`config.mk`:
```
export PLATFORM = sky130hd
export DESIGN_NAME = fpuForward
export DESIGN_NICKNAME = d
export VERILOG_FILES = /design/src/fpuPipePkg.sv /design/src/fpuForward.sv
export SDC_FILE = /design/constraint.sdc
export NUM_CORES = 1
export LEC_CHECK = 0
export BUFFER_PORTS_ARGS = -buffer_cell sky130_fd_sc_hd__buf_2
export CAP_MARGIN = 20
export CORE_AREA = 2 2 39 41
export DETAILED_ROUTE_END_ITERATION = 10
export DIE_AREA = 0 0 41 43
export PLACE_DENSITY_LB_ADDON = 0.12
export SLEW_MARGIN = 15
export SYNTH_ARGS = -nofsm -noshare
export SYNTH_HDL_FRONTEND = slang
export SYNTH_SLANG_ARGS = --single-unit
```
`constraint.sdc`:
```
create_clock -name vclk -period 0.8
set_input_delay 0.04 -clock vclk [all_inputs]
set_output_delay 0.04 -clock vclk [all_outputs]
set_load 0.02 [all_outputs]
```
`src/fpuPipePkg.sv`:
```
//////////////////////////////
// FPU pipeline types: stage control, class flags, forwarding select
//////////////////////////////

package fpuPipePkg;

  // Execute result select
  typedef enum logic [2:0] {
    Sgnj,    // Sign injection
    MinMax,  // fmin/fmax
    Cmp,     // feq/flt/fle
    Class,   // fclass
    MvXW,    // FP to integer move
    MvWX     // Integer to FP move
  } resSel_t;

  // Control word carried D -> E -> M -> W, 16 bits
  typedef struct packed {
    logic       valid;      // Slot holds a real instruction
    resSel_t    resSel;
    logic [2:0] funct3;     // Op variant within funct7 group
    logic       fRegWrite;  // Writes FP register file
    logic       intWrite;   // Produces an integer result
    logic       usesX;      // Reads rs1 from FP regs
    logic       usesY;      // Reads rs2 from FP regs
    logic [4:0] rd;
  } fpCtrl_t;

  // fclass layout, qNaN is bit 9 and negInf bit 0
  typedef struct packed {
    logic qNaN;
    logic sNaN;
    logic posInf;
    logic posNorm;
    logic posSub;
    logic posZero;
    logic negZero;
    logic negSub;
    logic negNorm;
    logic negInf;
  } fpClass_t;

  // Operand source in execute
  typedef enum logic [1:0] {
    FwdNone = 2'b00,  // Register file value
    FwdW    = 2'b01,  // Writeback result
    FwdM    = 2'b10   // Memory stage result
  } fwdSel_t;

endpackage

```
`src/fpuForward.sv`:
```
//////////////////////////////
// Operand forwarding select, memory stage ahead of writeback
//////////////////////////////
`timescale 1ns/1ns

module fpuForward (
  input  logic [4:0]          Adr1E, Adr2E,
  input  fpuPipePkg::fpCtrl_t CtrlE, CtrlM, CtrlW,
  output fpuPipePkg::fwdSel_t FwdX, FwdY
);
  import fpuPipePkg::*;

  // One source: youngest producer wins
  function automatic fwdSel_t pickSrc(logic used, logic [4:0] adr, fpCtrl_t m, fpCtrl_t w);
    if (used && m.valid && m.fRegWrite && m.rd == adr)
      return FwdM;
    if (used && w.valid && w.fRegWrite && w.rd == adr)
      return FwdW;
    return FwdNone;
  endfunction

  assign FwdX = pickSrc(CtrlE.usesX, Adr1E, CtrlM, CtrlW);  // rs1
  assign FwdY = pickSrc(CtrlE.usesY, Adr2E, CtrlM, CtrlW);  // rs2

endmodule

```
After elaboration in Yosys (flattened, before gate mapping)
Index checks and enable logic that the tools add are counted.
{"block": "op_classes", "n_reduce_logical": 12, "n_div": 0, "n_eq_ne": 4, "mul": 0, "n_mux": 14, "addsub": 0, "order_cmp": 0, "shift": 0, "bitwise_logic": 0}
{"operator": "== test 5 bit", "n": 4}
{"operator": "2-to-1 mux 2 bit", "n": 8}
{"operator": "logical AND 1 bit", "n": 12}
{"operator": "2-to-1 mux 1 bit", "n": 6}
{"block": "totals", "n_memories": 0, "register_bits": 0, "output_inout_bits": 4, "ramBits": 0, "latchBits": 0, "mem_bits_ro": 0, "inputBits": 58}

Longest topological paths before layout
{"block": "logic_depth", "ltp_word": 7, "depth_mapped": 3}

Least setup slack after synthesis
OpenSTA, ideal clock, no wires.
{"block": "synth_path", "path_type": "input port to output port", "from": "input Adr1E[3]", "to": "output FwdX[0]", "path_stages": 3, "path_slack_ns": 0.056, "required_ns": 0.760, "arrival_time_ns": 0.704, "cell_sequence": "xor2_1 > nor4_2 > o211a_1"}
{"block": "synth_between", "elab_chain_cells": 6, "word_cells_on_any_way": 10, "classes_between": "eq/ne: 2; mux: 6; reduce/logical: 2"}
{"element": "start, declared", "line": "fpuForward.sv:7", "source": "input logic [4:0] Adr1E, Adr2E,"}
{"element": "== test 5 bit", "line": "fpuForward.sv:17", "source": "if (used && w.valid && w.fRegWrite && w.rd == adr)"}
{"element": "logical AND 1 bit", "line": "fpuForward.sv:17"}
{"element": "2-to-1 mux 1 bit (2 in a row)", "line": "fpuForward.sv:17"}
{"element": "2-to-1 mux 2 bit", "line": "fpuForward.sv:19", "source": "return FwdNone;"}
{"element": "2-to-1 mux 2 bit *", "line": "fpuForward.sv:17"}
{"element": "end, declared", "line": "fpuForward.sv:9", "source": "output fpuPipePkg::fwdSel_t FwdX, FwdY"}
Mark *: on every way between the ends. The rest lies on a longest branch, timed or not. The select of a mux whose other input is x is not followed.

Final worst setup path
{"block": "layout_path", "from": "input CtrlW[3] in the netlist's numbering", "to": "output FwdY[0]"}
{"block": "layout_between", "elab_chain_cells": 6, "word_cells_on_any_way": 7, "classes_between": "eq/ne: 1; mux: 5; reduce/logical: 1"}
{"element": "start, declared", "line": "fpuForward.sv:8", "source": "input fpuPipePkg::fpCtrl_t CtrlE, CtrlM, CtrlW,"}
{"element": "== test 5 bit *", "line": "fpuForward.sv:17"}
{"element": "logical AND 1 bit *", "line": "fpuForward.sv:17"}
{"element": "2-to-1 mux 1 bit (2 in a row)", "line": "fpuForward.sv:17"}
{"element": "2-to-1 mux 2 bit *", "line": "fpuForward.sv:19"}
{"element": "2-to-1 mux 2 bit *", "line": "fpuForward.sv:17"}
{"element": "end, declared", "line": "fpuForward.sv:9"}
Marked as above.

==> flow_summary.ini <==
[power_and_ir_drop]
leakage_nw = 0.312
seqPwrFrac_pct = 0
p_sw_share_pct = 40.6
ir_drop_mv = 0.242
pwr-share-clk_pct = 0
switchingPower_mw = 0.124
p_total_mw = 0.306
p_int_mw = 0.182
combinationalPowerShare_pct = 100.0
power.density_nw_per_um2 = 488

[critical_path]
start_kind = input pin
arrival_ns = 0.91
cp.required_ns = 0.76
crit_type = input pin to output port
critPathBufInv = 2
slowest_delay_ns = 0.29
cp-end-kind = output port
path_cells = buf_8 -> xor2_2 -> nor4_2 -> o211a_1 -> buf_6
path_max_fanout = 2
slowest_stage = nor4_2
cp_top_family = simple AND/OR/NAND/NOR gates

[placement]
post-place-ws_ns = -0.194
dp.cells = 83
dp_hpwl_um = 740
portBuffers = 30
routabilityCongestion = 0.734

[synth]
synthTopCellsByArea = xnor2_1, xor2_1, nand4_1
synth.net_count = 92
syn_area_per_cell_um2 = 7.95
synth_top_cell_by_area = xnor2_1
synth_top_area_share_pct = 32.4
syn_area_um2 = 270
yosysSeqAreaShare_pct = 0
syn_inst = 34
synth.distinct_cells = 7
yosysWarningCount = 0
synth_common_cells = xnor2_1, xor2_1, nand4_1, nor2_1

[die]
core-area_um2 = 1380
pin_count = 62
die_h_um = 43
die_w_um = 41
start_util_pct = 19.5
die_area_um2 = 1760
fp-row-count = 14

[flow_run]
maxCapViolCount = 0

[routing]
via_count = 372
antenna_left = 0
drtPass1Iterations = 4
wl_per_cell_um = 10.9
avgViaCountPerCell = 4.48
drt_iter0_drc = 3
wl_um = 907
post-route-drc-count = 0

[timing]
slew_viol_final = 0
slew_headroom_pct = 84.8
fin_crit_ns = 0.951
clock.fmax_mhz = 1050
tightest_slew_ns = 0.227
setup_viol = 2
rsz0062_at_grt = true
min_period_over_period_pct = 119
fin_ws_ns = -0.151
hold_violations = 0
setup-tns-final_ns = -0.286

[finish]
final_cells = 83
clkbuf_count = 0
seq_area_um2 = 0
synthToLayoutAreaGrowth_pct = 132
finish.utilization_pct = 45.3
seq_cells = 0
fillerInstances = 153
final_nets = 127
diodes = 0
drive_above_1_share_pct = 68.7

[status]
violations = setup timing
status = finished, violations left

[global_routing]
grt_usage_pct = 9.60
grt_pass1_vias = 331
grt_max_degree = 3
grt_antenna_before_repair = 0
grt_pass1_wl_mm = 1.26
overflow = 0

[clocking]
post_cts_buffers = 0

[worst_hold_path]
hold_class = input pin to output port
[per-stage QoR]
| step | area [um^2] | hold WS (ns) |
|---|---|---|
| detailed placement | 463 | 0.464 |
| global placement | 463 | 0.464 |
| CTS | 524 | 0.466 |
| floorplan | 270 | 0.243 |
| finish | 627 | 0.475 |
| global route | 627 | 0.498 |
[tightest hold or removal path: cells and delay by family]
family | cells | cell delay (ns)
simple gates | 2 | 0.14
buf+inv | 2 | 0.25
[metal layers]
| layer | vias to the layer above | global-route usage [%] | wire [um] |
|---|---|---|---|
| met1 | 168 | 13.3 | 314 |
| met4 | 0 | 0 | 0 |
| met2 | 19 | 16.6 | 492 |
| met3 | 0 | 0.524 | 100 |
| li1 | 185 | - | - |
| met5 | - | 0 | 0 |
[what timing repair did]
item                                    4_1_cts  5_1_grt
resized for setup                            14       19
endpoints found under the setup margin        4        4
pin swaps                                    11       12
hold buffers                                  0        0
[power groups by stage]
stage	sequential (mW)	clock, mW	combinational (mW)
floorplan	0	0	0.100
global placement	0	0	0.221
CTS	0	0	0.246
detailed placement	0	0	0.220
global route	0	0	0.327
finish	0	0	0.306
[final cells by class]
| cell class | instances | area [um^2] | area share (%) |
|---|---|---|---|
| repair buffers | 33 | 254 | 40.5 |
| well taps | 16 | 20.0 | 3.19 |
| multi-input cells | 34 | 353 | 56.3 |
[kinds of logic after synthesis]
group / Yosys count / synth area share, %
AOI/OAI and AO/OA: 2 / 7.41
and+or+nand+nor: 12 / 27.8
xor gates and xnor gates: 20 / 64.8
[worst paths after layout]
kind / endpoint / from / slack [ns] / depth (start not counted)
setup / recovery: FwdY[0] / CtrlW[3] / -0.15 / 5
hold / removal: FwdY[1] / CtrlM[15] / 0.47 / 4
[cells in the final DEF, fill, tap and decap left out]
master and count:
buf_4 5, o211a_1 2, xnor2_1 1, nand3_1 2, buf_6 9, xor2_2 2
xnor2_2 9, buf_8 2, xor2_1 8, nor2_1 4, buf_2 17, nand4_1 4
nor4_2 2
(Power assumes the default switching activity.)
